--- config.mk ---
export PLATFORM = sky130hd
export DESIGN_NAME = scope_top
export DESIGN_NICKNAME = d
export VERILOG_FILES = /design/src/hdl/scope_pkg.sv /design/src/hdl/scope_cfg_if.sv /design/src/hdl/scope_acq.sv /design/src/hdl/scope_dec_avg.sv /design/src/hdl/scope_edge.sv /design/src/hdl/scope_regs.sv /design/src/hdl/scope_top.sv
export SDC_FILE = /design/constraint.sdc
export NUM_CORES = 1
export LEC_CHECK = 0
export ABC_AREA = 1
export BUFFER_PORTS_ARGS = -buffer_cell sky130_fd_sc_hd__buf_2
export CAP_MARGIN = 20
export CELL_PAD_IN_SITES_DETAIL_PLACEMENT = 1
export CELL_PAD_IN_SITES_GLOBAL_PLACEMENT = 1
export CORE_MARGIN = 2
export CORE_UTILIZATION = 49
export DETAILED_ROUTE_END_ITERATION = 8
export PLACE_DENSITY = 0.94
export SETUP_SLACK_MARGIN = 0.5
export SLEW_MARGIN = 0
export SYNTH_ARGS = -nofsm -noshare
export SYNTH_HDL_FRONTEND = slang
export SYNTH_SLANG_ARGS = --single-unit
--- constraint.sdc ---
create_clock -name bus -period 8.9 [get_ports bus]
set_input_delay 1.78 -clock bus [delete_from_list [all_inputs] [get_ports bus]]
set_output_delay 1.78 -clock bus [all_outputs]
set_load 0.01 [all_outputs]
--- src/hdl/scope_pkg.sv ---
// shared widths, sample type, register map and acquisition states
// for the scope acquisition subsystem
package scope_pkg;

  ////////////////////////////////////////////////////////////
  // widths
  ////////////////////////////////////////////////////////////

  localparam int unsigned dw  = 16;  // adc sample
  localparam int unsigned cw  = 32;  // pre/post counters
  localparam int unsigned tw  = 64;  // timestamps
  localparam int unsigned tn  = 4;   // trigger sources: sw, edge, ext0, ext1
  localparam int unsigned dcw = 17;  // decimation factor
  localparam int unsigned dsw = 4;   // average shift
  localparam int unsigned baw = 7;   // decoded bus address

  typedef logic signed [dw-1:0] sample_t;

  // register map, byte addresses
  typedef enum logic [baw-1:0] {
    ra_ctl     = 7'h00,  // wr: rst/swt/start/stop, rd: trg seen, acq active
    ra_mode    = 7'h04,  // continuous, automatic
    ra_trg_sel = 7'h08,
    ra_pre     = 7'h10,
    ra_pst     = 7'h14,
    ra_sts_pre = 7'h18,
    ra_sts_pst = 7'h1c,
    ra_acq_lo  = 7'h20,  // arm stamp
    ra_acq_hi  = 7'h24,
    ra_trg_lo  = 7'h28,  // trigger stamp
    ra_trg_hi  = 7'h2c,
    ra_pos     = 7'h40,  // upper threshold
    ra_neg     = 7'h44,  // lower threshold
    ra_edg     = 7'h48,  // 0 rising, 1 falling
    ra_dec     = 7'h50,
    ra_shr     = 7'h54,
    ra_avg     = 7'h58
  } reg_addr_e;

  typedef enum logic [1:0] {
    st_idle,
    st_pre,   // filling pre-trigger samples
    st_arm,   // waiting for trigger
    st_post   // counting post-trigger samples
  } acq_state_e;

endpackage

--- src/hdl/scope_cfg_if.sv ---
// configuration, control strobes and status between
// the register block and the data path
`timescale 1ns/1ps

interface scope_cfg_if;
  import scope_pkg::*;

  // decimator
  logic [dcw-1:0] cfg_dec;  // factor, 0 acts as 1
  logic [dsw-1:0] cfg_shr;
  logic           cfg_avg;
  // edge detector
  sample_t        cfg_pos;  // upper threshold
  sample_t        cfg_neg;  // lower threshold
  logic           cfg_edg;  // 0 rising, 1 falling
  // acquisition
  logic           cfg_con;  // continuous
  logic           cfg_aut;  // automatic trigger
  logic [tn-1:0]  cfg_trg;  // source enables
  logic [cw-1:0]  cfg_pre;
  logic [cw-1:0]  cfg_pst;
  // one-cycle strobes
  logic           ctl_rst, ctl_acq, ctl_stp, ctl_swt;
  // status back to registers
  logic           sts_acq, sts_trg;
  logic [cw-1:0]  sts_pre, sts_pst;
  logic [tw-1:0]  cts_acq, cts_trg;

  modport regs (
    output cfg_dec, cfg_shr, cfg_avg, cfg_pos, cfg_neg, cfg_edg,
    output cfg_con, cfg_aut, cfg_trg, cfg_pre, cfg_pst,
    output ctl_rst, ctl_acq, ctl_stp, ctl_swt,
    input  sts_acq, sts_trg, sts_pre, sts_pst, cts_acq, cts_trg
  );
  modport dec (input cfg_dec, cfg_shr, cfg_avg, ctl_rst);
  modport edg (input cfg_pos, cfg_neg, cfg_edg, ctl_rst);  // "edge" is a keyword
  modport acq (
    input  cfg_con, cfg_aut, cfg_trg, cfg_pre, cfg_pst,
    input  ctl_rst, ctl_acq, ctl_stp, ctl_swt,
    output sts_acq, sts_trg, sts_pre, sts_pst, cts_acq, cts_trg
  );

endinterface

--- src/hdl/scope_acq.sv ---
// acquisition FSM: pre/post counters, trigger select, stamps, irqs
`timescale 1ns/1ps

module scope_acq (
  input  logic                     bus,
  input  logic                     rst_n,
  scope_cfg_if.acq                 cfg,
  input  logic [scope_pkg::tw-1:0] cts,
  input  scope_pkg::sample_t       sti_data,
  input  logic                     sti_valid,
  input  logic                     trg_edge,
  input  logic [1:0]               trg_ext,
  output scope_pkg::sample_t       sto_data,
  output logic                     sto_valid,
  output logic                     sto_last,
  output logic                     irq_trg,
  output logic                     irq_stp
);
  import scope_pkg::*;

  acq_state_e    state;
  logic [tn-1:0] src;       // sw, edge, ext0, ext1
  logic          trg_hit;
  logic          pst_done;  // current sample is the final post sample

  assign src         = {trg_ext, trg_edge, cfg.ctl_swt};
  assign trg_hit     = cfg.cfg_aut || (|(src & cfg.cfg_trg));
  assign pst_done    = (cfg.sts_pst + cw'(1)) >= cfg.cfg_pst;
  assign cfg.sts_acq = (state != st_idle);

  ////////////////////////////////////////////////////////////
  // state machine
  ////////////////////////////////////////////////////////////

  always_ff @(posedge bus or negedge rst_n) begin
    if (!rst_n) begin
      state       <= st_idle;
      cfg.sts_pre <= '0;
      cfg.sts_pst <= '0;
      cfg.sts_trg <= 1'b0;
      cfg.cts_acq <= '0;
      cfg.cts_trg <= '0;
      sto_valid   <= 1'b0;
      sto_last    <= 1'b0;
      irq_trg     <= 1'b0;
      irq_stp     <= 1'b0;
    end else begin
      irq_trg   <= 1'b0;
      irq_stp   <= 1'b0;
      sto_last  <= 1'b0;
      sto_valid <= sti_valid && (state != st_idle);  // forward while active
      if (cfg.ctl_rst) begin
        state       <= st_idle;
        cfg.sts_pre <= '0;
        cfg.sts_pst <= '0;
        cfg.sts_trg <= 1'b0;
      end else if (cfg.ctl_stp) begin
        state <= st_idle;            // abort, no irq
      end else begin
        case (state)
          st_idle: if (cfg.ctl_acq) begin
            state       <= st_pre;
            cfg.cts_acq <= cts;
            cfg.sts_pre <= '0;
            cfg.sts_pst <= '0;
            cfg.sts_trg <= 1'b0;
          end
          st_pre: begin
            if (cfg.sts_pre >= cfg.cfg_pre) state <= st_arm;
            else if (sti_valid) cfg.sts_pre <= cfg.sts_pre + cw'(1);
          end
          st_arm: if (trg_hit) begin
            state       <= st_post;
            cfg.cts_trg <= cts;
            cfg.sts_trg <= 1'b1;
            irq_trg     <= 1'b1;
          end
          st_post: if (sti_valid) begin
            cfg.sts_pst <= cfg.sts_pst + cw'(1);
            if (pst_done) begin
              sto_last <= 1'b1;      // marks this forwarded sample
              irq_stp  <= 1'b1;
              if (cfg.cfg_con) begin // rearm for next capture
                state       <= st_pre;
                cfg.sts_pre <= '0;
                cfg.sts_pst <= '0;
              end else begin
                state <= st_idle;
              end
            end
          end
          default: state <= st_idle;
        endcase
      end
    end
  end

  always_ff @(posedge bus) begin
    sto_data <= sti_data;
  end

  a_last_valid: assert property (@(posedge bus) disable iff (!rst_n)
    sto_last |-> sto_valid);
  a_irq_idle: assert property (@(posedge bus) disable iff (!rst_n)
    irq_trg |-> (state != st_idle));

endmodule

--- src/hdl/scope_dec_avg.sv ---
// decimator, last sample of each group or shifted group sum
`timescale 1ns/1ps

module scope_dec_avg (
  input  logic               bus,
  input  logic               rst_n,
  scope_cfg_if.dec           cfg,
  input  scope_pkg::sample_t sti_data,
  input  logic               sti_valid,
  output scope_pkg::sample_t sto_data,
  output logic               sto_valid
);
  import scope_pkg::*;

  logic [dcw-1:0]           cnt;      // samples so far in group
  logic signed [dw+dcw-1:0] sum;      // running group sum
  logic signed [dw+dcw-1:0] sum_nxt;  // sum including current sample
  logic signed [dw+dcw-1:0] sum_shr;
  logic                     last;     // current sample closes group

  assign sum_nxt = sum + sti_data;           // sign extended
  assign sum_shr = sum_nxt >>> cfg.cfg_shr;
  // factor 0 or 1 passes every sample
  assign last = (cfg.cfg_dec <= dcw'(1)) || (cnt >= cfg.cfg_dec - dcw'(1));

  ////////////////////////////////////////////////////////////
  // group counter and accumulator
  ////////////////////////////////////////////////////////////

  always_ff @(posedge bus or negedge rst_n) begin
    if (!rst_n) begin
      cnt       <= '0;
      sum       <= '0;
      sto_valid <= 1'b0;
    end else if (cfg.ctl_rst) begin
      cnt       <= '0;
      sum       <= '0;
      sto_valid <= 1'b0;
    end else begin
      sto_valid <= sti_valid & last;
      if (sti_valid) begin
        if (last) begin
          cnt <= '0;
          sum <= '0;
        end else begin
          cnt <= cnt + dcw'(1);
          sum <= sum_nxt;
        end
      end
    end
  end

  // output sample, payload only
  always_ff @(posedge bus) begin
    if (sti_valid && last) begin
      sto_data <= cfg.cfg_avg ? sum_shr[dw-1:0] : sti_data;  // truncated average
    end
  end

  // groups of two or more never give back-to-back outputs
  a_dec_gap: assert property (@(posedge bus) disable iff (!rst_n)
    (sto_valid && cfg.cfg_dec > dcw'(1) && $stable(cfg.cfg_dec)) |=> !sto_valid);

endmodule

--- src/hdl/scope_edge.sv ---
// hysteresis edge detector, analog trigger plus delayed stream
`timescale 1ns/1ps

module scope_edge (
  input  logic               bus,
  input  logic               rst_n,
  scope_cfg_if.edg           cfg,
  input  scope_pkg::sample_t sti_data,
  input  logic               sti_valid,
  output scope_pkg::sample_t sto_data,
  output logic               sto_valid,
  output logic               trg
);
  import scope_pkg::*;

  logic armed;
  logic arm_hit;   // sample on the arming side
  logic fire_hit;  // sample past the firing level

  always_comb begin
    if (cfg.cfg_edg) begin  // falling
      arm_hit  = sti_data > cfg.cfg_pos;
      fire_hit = sti_data <= cfg.cfg_neg;
    end else begin          // rising
      arm_hit  = sti_data < cfg.cfg_neg;
      fire_hit = sti_data >= cfg.cfg_pos;
    end
  end

  ////////////////////////////////////////////////////////////
  // schmitt state and trigger pulse
  ////////////////////////////////////////////////////////////

  always_ff @(posedge bus or negedge rst_n) begin
    if (!rst_n) begin
      armed     <= 1'b0;
      trg       <= 1'b0;
      sto_valid <= 1'b0;
    end else begin
      trg       <= 1'b0;
      sto_valid <= sti_valid;        // one cycle delay
      if (cfg.ctl_rst) begin
        armed <= 1'b0;
      end else if (sti_valid) begin
        if (armed && fire_hit) begin
          trg   <= 1'b1;             // aligned with delayed sample
          armed <= 1'b0;
        end else if (arm_hit) begin
          armed <= 1'b1;
        end
      end
    end
  end

  always_ff @(posedge bus) begin
    sto_data <= sti_data;
  end

endmodule

--- src/hdl/scope_regs.sv ---
// register block: bus write decode, control strobes, read mux
`timescale 1ns/1ps

module scope_regs (
  input  logic                      bus,
  input  logic                      rst_n,
  input  logic [scope_pkg::baw-1:0] sys_addr,
  input  logic [31:0]               sys_wdata,
  input  logic                      sys_wen,
  input  logic                      sys_ren,
  output logic [31:0]               sys_rdata,
  output logic                      sys_ack,
  scope_cfg_if.regs                 cfg
);
  import scope_pkg::*;

  reg_addr_e addr;
  logic      ctl_wr;  // write to control register

  assign addr   = reg_addr_e'(sys_addr);
  assign ctl_wr = sys_wen && (addr == ra_ctl);

  ////////////////////////////////////////////////////////////
  // ack and control strobes
  ////////////////////////////////////////////////////////////

  always_ff @(posedge bus or negedge rst_n) begin
    if (!rst_n) begin
      sys_ack     <= 1'b0;
      cfg.ctl_rst <= 1'b0;
      cfg.ctl_swt <= 1'b0;
      cfg.ctl_acq <= 1'b0;
      cfg.ctl_stp <= 1'b0;
    end else begin
      sys_ack     <= sys_wen | sys_ren;     // one cycle after access
      cfg.ctl_rst <= ctl_wr & sys_wdata[0];
      cfg.ctl_swt <= ctl_wr & sys_wdata[1]; // software trigger
      cfg.ctl_acq <= ctl_wr & sys_wdata[2]; // start
      cfg.ctl_stp <= ctl_wr & sys_wdata[3]; // stop
    end
  end

  ////////////////////////////////////////////////////////////
  // configuration writes
  ////////////////////////////////////////////////////////////

  always_ff @(posedge bus or negedge rst_n) begin
    if (!rst_n) begin
      cfg.cfg_con <= 1'b0;
      cfg.cfg_aut <= 1'b0;
      cfg.cfg_trg <= '0;
      cfg.cfg_pre <= '0;
      cfg.cfg_pst <= '0;
      cfg.cfg_pos <= '0;
      cfg.cfg_neg <= '0;
      cfg.cfg_edg <= 1'b0;
      cfg.cfg_dec <= '0;
      cfg.cfg_shr <= '0;
      cfg.cfg_avg <= 1'b0;
    end else if (sys_wen) begin
      case (addr)
        ra_mode: begin
          cfg.cfg_con <= sys_wdata[0];
          cfg.cfg_aut <= sys_wdata[1];
        end
        ra_trg_sel: cfg.cfg_trg <= sys_wdata[tn-1:0];
        ra_pre:     cfg.cfg_pre <= sys_wdata[cw-1:0];
        ra_pst:     cfg.cfg_pst <= sys_wdata[cw-1:0];
        ra_pos:     cfg.cfg_pos <= sys_wdata[dw-1:0];
        ra_neg:     cfg.cfg_neg <= sys_wdata[dw-1:0];
        ra_edg:     cfg.cfg_edg <= sys_wdata[0];
        ra_dec:     cfg.cfg_dec <= sys_wdata[dcw-1:0];
        ra_shr:     cfg.cfg_shr <= sys_wdata[dsw-1:0];
        ra_avg:     cfg.cfg_avg <= sys_wdata[0];
        default: ;  // ctl strobes above, status is read only
      endcase
    end
  end

  ////////////////////////////////////////////////////////////
  // read mux, data valid together with ack
  ////////////////////////////////////////////////////////////

  always_ff @(posedge bus) begin
    if (sys_ren) begin
      case (addr)
        ra_ctl:     sys_rdata <= {29'd0, cfg.sts_acq, cfg.sts_trg, 1'b0};
        ra_mode:    sys_rdata <= {30'd0, cfg.cfg_aut, cfg.cfg_con};
        ra_trg_sel: sys_rdata <= {{(32-tn){1'b0}}, cfg.cfg_trg};
        ra_pre:     sys_rdata <= cfg.cfg_pre;
        ra_pst:     sys_rdata <= cfg.cfg_pst;
        ra_sts_pre: sys_rdata <= cfg.sts_pre;
        ra_sts_pst: sys_rdata <= cfg.sts_pst;
        ra_acq_lo:  sys_rdata <= cfg.cts_acq[31:0];
        ra_acq_hi:  sys_rdata <= cfg.cts_acq[63:32];
        ra_trg_lo:  sys_rdata <= cfg.cts_trg[31:0];
        ra_trg_hi:  sys_rdata <= cfg.cts_trg[63:32];
        ra_pos:     sys_rdata <= {{(32-dw){cfg.cfg_pos[dw-1]}}, cfg.cfg_pos};  // sign ext
        ra_neg:     sys_rdata <= {{(32-dw){cfg.cfg_neg[dw-1]}}, cfg.cfg_neg};
        ra_edg:     sys_rdata <= {31'd0, cfg.cfg_edg};
        ra_dec:     sys_rdata <= {{(32-dcw){1'b0}}, cfg.cfg_dec};
        ra_shr:     sys_rdata <= {{(32-dsw){1'b0}}, cfg.cfg_shr};
        ra_avg:     sys_rdata <= {31'd0, cfg.cfg_avg};
        default:    sys_rdata <= '0;
      endcase
    end
  end

  // ack exactly one cycle after every access, never otherwise
  a_ack: assert property (@(posedge bus) disable iff (!rst_n)
    sys_ack == $past(sys_wen | sys_ren));

endmodule

--- src/hdl/scope_top.sv ---
// scope top level: register block, decimator, edge detector
// and acquisition controller
`timescale 1ns/1ps

module scope_top (
  input  logic                      bus,
  input  logic                      rst_n,
  // register bus
  input  logic [scope_pkg::baw-1:0] sys_addr,
  input  logic [31:0]               sys_wdata,
  input  logic                      sys_wen,
  input  logic                      sys_ren,
  output logic [31:0]               sys_rdata,
  output logic                      sys_ack,
  // time and triggers
  input  logic [scope_pkg::tw-1:0]  cts,
  input  scope_pkg::sample_t        adc_data,
  input  logic                      adc_valid,
  input  logic [1:0]                trg_ext,
  output logic                      trg_out,   // edge trigger
  // captured stream
  output scope_pkg::sample_t        sto_data,
  output logic                      sto_valid,
  output logic                      sto_last,
  output logic                      irq_trg,
  output logic                      irq_stp
);
  import scope_pkg::*;

  sample_t dec_data, edg_data;  // inter-stage streams
  logic    dec_valid, edg_valid;

  scope_cfg_if cfg ();

  ////////////////////////////////////////////////////////////
  // input side
  ////////////////////////////////////////////////////////////

  scope_regs i_regs (
    .bus, .rst_n, .sys_addr, .sys_wdata, .sys_wen, .sys_ren,
    .sys_rdata, .sys_ack, .cfg (cfg.regs)
  );

  scope_dec_avg i_dec (
    .bus, .rst_n, .cfg (cfg.dec),
    .sti_data (adc_data), .sti_valid (adc_valid),
    .sto_data (dec_data), .sto_valid (dec_valid)
  );

  ////////////////////////////////////////////////////////////
  // processing and output side
  ////////////////////////////////////////////////////////////

  scope_edge i_edge (
    .bus, .rst_n, .cfg (cfg.edg),
    .sti_data (dec_data), .sti_valid (dec_valid),
    .sto_data (edg_data), .sto_valid (edg_valid),
    .trg      (trg_out)
  );

  scope_acq i_acq (
    .bus, .rst_n, .cfg (cfg.acq), .cts,
    .sti_data (edg_data), .sti_valid (edg_valid),
    .trg_edge (trg_out), .trg_ext,
    .sto_data, .sto_valid, .sto_last, .irq_trg, .irq_stp
  );

endmodule

==> results of run 1 <==
routing by layer:
metal | global-route usage (%) | part of all wire, % | up-vias
li1 | - | - | 11900
met4 | 18.6 | 5.3 | 8
met2 | 58.6 | 44 | 1671
met1 | 49.6 | 39 | 13700
met5 | 0 | 0.046 | -
met3 | 12.4 | 12 | 409
worst min-delay path by stage:
stage | start | to | slack, ns | depth (start not counted)
after floorplan | i_edge.sto_data[0]$_DFF_P_ | i_acq.sto_data[0]$_DFF_P_ | 0.31 | 0
after global placement | i_edge.sto_data[9]$_DFF_P_ | i_acq.sto_data[9]$_DFF_P_ | 0.31 | 0
after detailed placement | i_edge.sto_data[6]$_DFF_P_ | i_acq.sto_data[6]$_DFF_P_ | 0.31 | 0
after CTS | i_edge.sto_data[6]$_DFF_P_ | i_acq.sto_data[6]$_DFF_P_ | 0.33 | 0
after global routing | i_edge.sto_data[13]$_DFF_P_ | i_acq.sto_data[13]$_DFF_P_ | 0.33 | 0
final | i_edge.sto_data[13]$_DFF_P_ | i_acq.sto_data[13]$_DFF_P_ | 0.32 | 0
power groups by stage:
stage	clock [uW]	sequential, uW	combinational (uW)
floorplan	0	2610	1610
global placement	0	2700	2190
detailed placement	0	2720	2330
CTS	2240	2690	2370
global route	2330	2730	2760
finish	2250	2710	2490
per-stage QoR:
| step | area, sq um | hold WS [ns] | total power, uW | worst slack, ns | utilization, % |
|---|---|---|---|---|---|
| final | 30400 | 0.320 | 7460 | 4.08 | 55.5 |
| after global routing | 30400 | 0.332 | 7820 | 3.86 | 55.4 |
| after CTS | 30200 | 0.328 | 7300 | 3.84 | 55.2 |
| after detailed placement | 28500 | 0.313 | 5050 | 3.89 | 52.0 |
| after global placement | 28500 | 0.312 | 4880 | 3.97 | 52.0 |
| after floorplan | 27000 | 0.310 | 4220 | 5.09 | - |
worst max-delay path, cell delays in order:
cell and delay (ns):
buf_2 0.10, nor2_1 0.33, inv_1 0.13, nor3_2 0.33, inv_1 0.20, nor2_1 0.57
inv_1 0.53, o22ai_2 0.79, inv_2 0.27, o2111ai_1 0.21
registers in the layout, summed over array words and instances, names as in the netlist, 16 cells and up:
signal	cells
i_acq.cfg.cts_acq	64
i_acq.cfg.cts_trg	64
i_acq.cfg.sts_pre	32
i_acq.cfg.sts_pst	32
i_acq.sto_data	16
i_dec.cnt	17
i_dec.sto_data	16
i_dec.sum	31
i_edge.sto_data	16
i_regs.cfg.cfg_dec	17
i_regs.cfg.cfg_neg	16
i_regs.cfg.cfg_pos	16
i_regs.cfg.cfg_pre	32
i_regs.cfg.cfg_pst	32
i_regs.sys_rdata	32
cells by family after synthesis:
group,count (synthesis)
xor gates and xnor gates,69
DFF,460
and+or+nand+nor,1517
adders and majority gates,154
buffers and inverters,654
AOI/OAI and AO/OA,678
placed cells by master (no fill, tap or decap), types with 6 or more instances in the layout:
master and instances:
nand4_1 47, nor4_1 16, clkinv_2 7, inv_1 507, xnor2_1 17, clkinv_1 7
dfrtp_1 380, o22ai_1 54, ha_1 153, inv_2 12, o21ai_0 406, edfxtp_1 48
a221oi_1 68, clkbuf_1 14, nand2_1 922, and2_1 12, nand3_1 255, clkbuf_16 53
a31oi_1 6, dfxtp_1 32, nand3b_1 6, or2_2 6, o2111ai_1 16, buf_2 178
buf_4 18, diode_2 6, nor2_1 168, a21oi_1 87, o21ai_1 12, nor3_1 42
nand3_2 8, nor2_2 14, xor2_1 51
layout make-up:
class / count / area (sq um) / area share, %
multi-input cells: 2418 / 13000 / 42.7
diodes: 6 / 15.0 / 0.0494
clock inverters: 25 / 307 / 1.01
flip-flops and latches: 460 / 11600 / 38.2
repair buffers: 204 / 1200 / 3.96
clock buffers: 72 / 1450 / 4.77
well taps: 704 / 881 / 2.90
inverters: 523 / 1960 / 6.47
==> key figures, run 1 <==
Run status
  • Status: finished, final reports clean

Clocking
  • Root buf cell: clkbuf_16
  • Resized Gates After CTS: 0
  • TritonCTS clock tree: yes
  • CTS Sinks: 460
  • Hold buffers post-CTS: 0
  • CTS clock-pin slew for the worst setup and hold paths: 0.07 ns
  • Skew-Pair Late Insertion Delay: between 0.6 and 0.7 ns
  • Post CTS Setup Buffer Count: 0
  • CTS H-Tree Depth: 2
  • CTS Buf Count: 52
  • Max Root-Sink Buffers: 3

Yosys
  • YS warnings: 0
  • Synthesized area: 27,000 sq um
  • Multiplexer area fraction after synthesis: 0%
  • Compound-Gate Fraction of Synth Area: 14.3%
  • Seq/Total Area, Yosys: 42.9%
  • Post-synth top area cell: dfrtp_1
  • Async set-reset flop share out of synthesis: 82.6%
  • Gate Count Post-Synth: 3,532
  • Most frequent cell after synthesis: nand2_1
  • Synth Area in Simple Gates: approximately a quarter
  • Synth cell types: 59
  • Syn avg cell area: 7.65 sq um
  • XOR/XNOR Fraction of Synth Area: roughly 2.3%
  • Adder-cell share of the synthesized area: under 10%
  • Synthesized flop and latch total: 460
  • Syn_nets: 3,812
  • Main combinational cell family by area after synthesis: simple AND/OR/NAND/NOR gates
  • Largest cells by area after synthesis: dfrtp_1 (35%), nand2_1 (13%), o21ai_0 (7.5%)
  • Commonest cells in the netlist: nand2_1 (924), inv_1 (507), o21ai_0 (406)
  • Post-synth EDFFs: between 40 and 50
  • Top-area cell type share of the netlist area: 35.2%
  • Prevailing post-synth register cell: dfrtp_1

Critical path
  • CP required: 9.33 ns
  • CP Max Fanout: 12
  • WP data arrival: 5.25 ns
  • R2R Setup Slk: around 4.1 ns
  • R2r endpoint: i_acq.cfg.sts_pre[31]$_DFFE_PN0P_
  • Crit Path Class: in -> reg
  • Worst Setup EP: i_regs.sys_rdata[23]$_DFFE_PP_
  • Element type at the critical path start: primary input
  • Critical Path Sink Type: register
  • Crit path launch: sys_addr[1]
  • Worst r2r src: i_acq.cfg.sts_pst[1]$_DFFE_PN0P_
  • Cells on worst reg2reg path: 17

Timing
  • Slew @ Worst Pin: 1.19 ns
  • Max Clock Freq: 0.208 GHz
  • Slew headroom: 20.4%
  • Max-slew violations: 0
  • Fin crit share: 54.1%
  • Skew final: 0.0303 ns
  • Min Clock Period, post-route: ~4.8 ns
  • Setup total negative slack: 0 ns
  • Final Hold Violating Endpoints: 0
  • RSZ-0062 raised after global routing: no
  • Final setup violation count: 0

Power and ir drop
  • Pint: 4470 uW
  • Clk pwr share: a little under a third
  • Sw Pwr: 2980 uW
  • Static Leak: roughly 0.015 uW
  • Flop pwr share: 36.3%
  • Comb pwr share: 33.4%
  • PwrDens: 245 nW/um^2
  • Max rail drop VDD: 0.193 mV
  • Sw Ratio: 40.0%

Drt
  • Pre-Repair DR Iteration Count: 6
  • Antenna viol nets, final: 0
  • Routed wire length: roughly 110 mm
  • # DRC: 0
  • Vias: between 20,000 and 30,000
  • Post-DR vias/cell: 6.27
  • DR WL/cell: 25.4 um
  • DR iter-0 viols: 3,773

Worst hold path
  • Hold WC Path Type: reg -> reg

Placement
  • Post-DP HPWL: 80.7 mm
  • Placed insts: 4,304
  • GP Congestion: about 1.0
  • # port buffers: roughly 180

Floorplan
  • Initial core utilization: 49.3%
  • Core ar.: 54,800 sq um
  • Die W: 239 um
  • Height of the die: 239 um
  • IO Pins: 180
  • Die Area: 57,100 sq um
  • # rows: 86

Finish
  • Area delta synth->final: 12.4%
  • Final instance count without filler cells: ~4,400
  • Fillers: roughly 7,000
  • Share of cells above drive strength 1: 9.35%
  • Final nets: 3,939

Flow run
  • Max Cap Viol: 0

Global routing
  • All-Layer GR Usage: 38.5%
  • Largest net degree at the start of global routing: 152
  • Vias in the first global route: 28,400
  • Initial antenna violation count: 11
  • Global-route wire length before repair: between 150 and 200 mm
  • Global route overflow: 0
Power figures use the tool's default switching activity.
==> run 2: changes to the inputs <==
Settings changed: CORE_UTILIZATION 49 to 41, PLACE_DENSITY 0.94 to 0.84.
Clock period 8.9 ns to 4.4 ns, I/O delays scaled along.
==> key figures, run 2 (synthesized netlist as in run 1, its figures left out) <==
Critical path
  • CP peak stage delay: 0.40 ns (was 0.79 ns)
  • CP max-delay cell: dfrtp_1 (was o22ai_2)
  • WP buf/inv: 4 (was 5)
  • Critical Path Sink Type: register (unchanged)
  • Crit Path Class: reg -> reg (was in -> reg)
  • CP required: 4.94 ns (was 9.33 ns)
  • Element type at the critical path start: register (was primary input)
  • Worst r2r src: i_acq.cfg.sts_pst[1]$_DFFE_PN0P_ (unchanged)
  • CP Max Fanout: 16 (was 12)
  • R2r endpoint: i_acq.cfg.sts_pre[8]$_DFFE_PN0P_ (was i_acq.cfg.sts_pre[31]$_DFFE_PN0P_)
  • Crit-path cells: inv_2, nor3_4, nand4_1, nor2_2, nand2_2, nor2_4, nand3_2, nor2_4, nand2_2, xor2_2, clkinv_2, ha_4, nand2_4, nor2_4, nand2_2, nor4_4, buf_4, nand3_4, nand4_1, nand3_4, buf_6, nand2_1, o21ai_0 (was buf_2, nor2_1, inv_1, nor3_2, inv_1, nor2_1, inv_1, o22ai_2, inv_2, o2111ai_1)
  • WP data arrival: 4.55 ns (was 5.25 ns)
  • Cells on worst reg2reg path: 23 (was 17)
  • R2R Setup Slk: 0.39 ns (was 4.09 ns)
  • Crit path max-delay family: simple AND/OR/NAND/NOR gates (was buffers and inverters)

Drt
  • Antenna viol nets, final: 0 (unchanged)
  • # DRC: 0 (unchanged)
  • Post-DR vias/cell: 5.81 (was 6.27)
  • Vias: 26,700 (was 27,700)
  • Routed wire length: 109 mm (was 112 mm)
  • DR WL/cell: 23.7 um (was 25.4 um)
  • Pre-Repair DR Iteration Count: 6 (unchanged)
  • DR iter-0 viols: 2,609 (was 3,773)

Finish
  • Share of cells above drive strength 1: 11.8% (was 9.35%)
  • Largest registers: i_acq.cfg.cts_acq (64), i_acq.cfg.cts_trg (64) (unchanged)
  • Final core utilization: 47.8% (was 55.5%)
  • Final nets: 3,979 (was 3,939)
  • Commonest cells after routing, fill and taps aside: nand2_1 (903), inv_1 (505), o21ai_0 (384), dfrtp_1 (380), nand3_1 (251) (was nand2_1 (922), inv_1 (507), o21ai_0 (406), dfrtp_1 (380), nand3_1 (255))
  • Commonest non-fill, non-tap cell in the layout: nand2_1 (unchanged)
  • Area delta synth->final: 15.9% (was 12.4%)

Floorplan
  • # rows: 94 (was 86)
  • IO Pins: 180 (unchanged)
  • Die W: 261 um (was 239 um)
  • Die Area: 68,000 sq um (was 57,100 sq um)
  • Core ar.: 65,500 sq um (was 54,800 sq um)
  • Initial core utilization: 41.3% (was 49.3%)
  • Height of the die: 261 um (was 239 um)

Timing
  • Slew @ Worst Pin: 1.06 ns (was 1.19 ns)
  • Final setup violation count: 0 (unchanged)
  • RSZ-0062 raised after global routing: yes (was no)
  • Worst hold margin: 0.244 ns (was 0.320 ns)
  • Max-slew violations: 0 (unchanged)
  • Fin crit share: between 90% and 100%
  • Min Clock Period, post-route: 4.01 ns
  • Skew final: 0.0746 ns (was 0.0303 ns)
  • Final Hold Violating Endpoints: 0 (unchanged)
  • Slew headroom: 29.3% (was 20.4%)
  • Max Clock Freq: 0.249 GHz
  • Setup total negative slack: 0 ns (unchanged)

Worst hold path
  • Hold WC Path Type: in -> async (was reg -> reg)

Clocking
  • Skew-Pair Late Insertion Delay: 0.66 ns (was 0.65 ns)
  • Hold buffers post-CTS: 0 (unchanged)
  • CTS Sinks: 460 (unchanged)
  • Max Root-Sink Buffers: 3 (unchanged)
  • Root buf cell: clkbuf_16 (unchanged)
  • CTS H-Tree Depth: 2 (unchanged)
  • CTS Buf Count: 51 (was 52)
  • CTS clock-pin slew for the worst setup and hold paths: 0.06 ns (was 0.07 ns)
  • TritonCTS clock tree: yes (unchanged)

Global routing
  • Initial antenna violation count: 8 (was 11)
  • Global-route wire length before repair: 161 mm (was 167 mm)
  • Vias in the first global route: 26,700 (was 28,400)
  • Global route overflow: 0 (unchanged)
  • Largest net degree at the start of global routing: 130 (was 152)
  • All-Layer GR Usage: 31.1% (was 38.5%)

Power and ir drop
  • Max rail drop VDD: 0.318 mV (was 0.193 mV)
  • PwrDens: 493 nW/um^2 (was 245 nW/um^2)
  • Static Leak: 0.0152 uW (was 0.0148 uW)

Placement
  • # port buffers: 179 (unchanged)
  • Post-DP HPWL: 79.3 mm (was 80.7 mm)
  • GP Congestion: 0.958 (was 0.999)

Flow run
  • Max Cap Viol: 0 (unchanged)

Run status
  • Status: finished, final reports clean (unchanged)
## run 2: cell type report
cell class,count,area (sq um)
fillers,8104,34200
clock inverters,25,359
clock buffers,70,1500
diodes,1,2.50
flip-flops and latches,460,11600
well taps,864,1080
multi-input cells,2418,13200
repair buffers,245,1590
inverters,523,1960
## run 2: worst max path at each step
stage	start	end	slack (ns)	cells after the start
6_report	i_acq.cfg.sts_pst[1]$_DFFE_PN0P_	i_acq.cfg.sts_pre[8]$_DFFE_PN0P_	0.39	23
5_1_grt	i_acq.cfg.sts_pst[0]$_DFFE_PN0P_	i_acq.cfg.sts_pre[1]$_DFFE_PN0P_	0.23	23
4_1_cts	i_regs.cfg.cfg_dec[0]$_DFFE_PN0P_	i_dec.sto_data[2]$_DFFE_PP_	0.51	17
3_5_place_dp	i_acq.cfg.sts_pst[2]$_DFFE_PN0P_	i_acq.cfg.sts_pre[27]$_DFFE_PN0P_	0.36	22
3_3_place_gp	sys_addr[1]	i_regs.sys_rdata[23]$_DFFE_PP_	0.40	10
2_1_floorplan	i_regs.cfg.cfg_dec[0]$_DFFE_PN0P_	i_dec.sto_data[0]$_DFFE_PP_	0.66	16
## run 2: worst register-to-register path, stage by stage (launching register included)
cell	delay [ns]
dfrtp_1	0.40
inv_2	0.09
nor3_4	0.17
nand4_1	0.17
nor2_2	0.21
nand2_2	0.11
nor2_4	0.12
nand3_2	0.11
nor2_4	0.17
nand2_2	0.11
xor2_2	0.22
clkinv_2	0.13
ha_4	0.31
nand2_4	0.06
nor2_4	0.11
nand2_2	0.09
nor4_4	0.20
buf_4	0.21
nand3_4	0.08
nand4_1	0.20
nand3_4	0.24
buf_6	0.26
nand2_1	0.07
o21ai_0	0.08
## run 2: through the flow
stage | power (uW) | instance area, sq um | setup WS [ns] | cells
2_1_floorplan | 8540 | 27000 | 0.659 | 3532
6_report | 15400 | 31300 | 0.387 | 4606
3_3_place_gp | 9960 | 28900 | 0.400 | 4489
5_1_grt | 16300 | 31300 | 0.229 | 4606
3_5_place_dp | 10200 | 29000 | 0.365 | 4490
4_1_cts | 15000 | 30800 | 0.513 | 4585
## run 2: repair_timing
action                     in CTS  in global routing
gates cloned                    0                  6
gates resized for setup         3                 83
setup endpoints to repair      66                131
pin swaps                       0                  9
buffers inserted                0                 13
## run 2: metal layers
| layer | wire length [um] | vias to the layer above | global-route usage (%) |
|---|---|---|---|
| li1 | - | 12000 | - |
| met1 | 45800 | 13300 | 42.9 |
| met2 | 48400 | 1189 | 47.8 |
| met3 | 10700 | 262 | 7.52 |
| met4 | 4220 | 6 | 10.8 |
| met5 | 40 | - | 0 |
## run 2: where the power goes
group / internal [uW] / switching [uW]
registers: 4920 / 493
logic: 1700 / 3540
clock network: 2730 / 2050
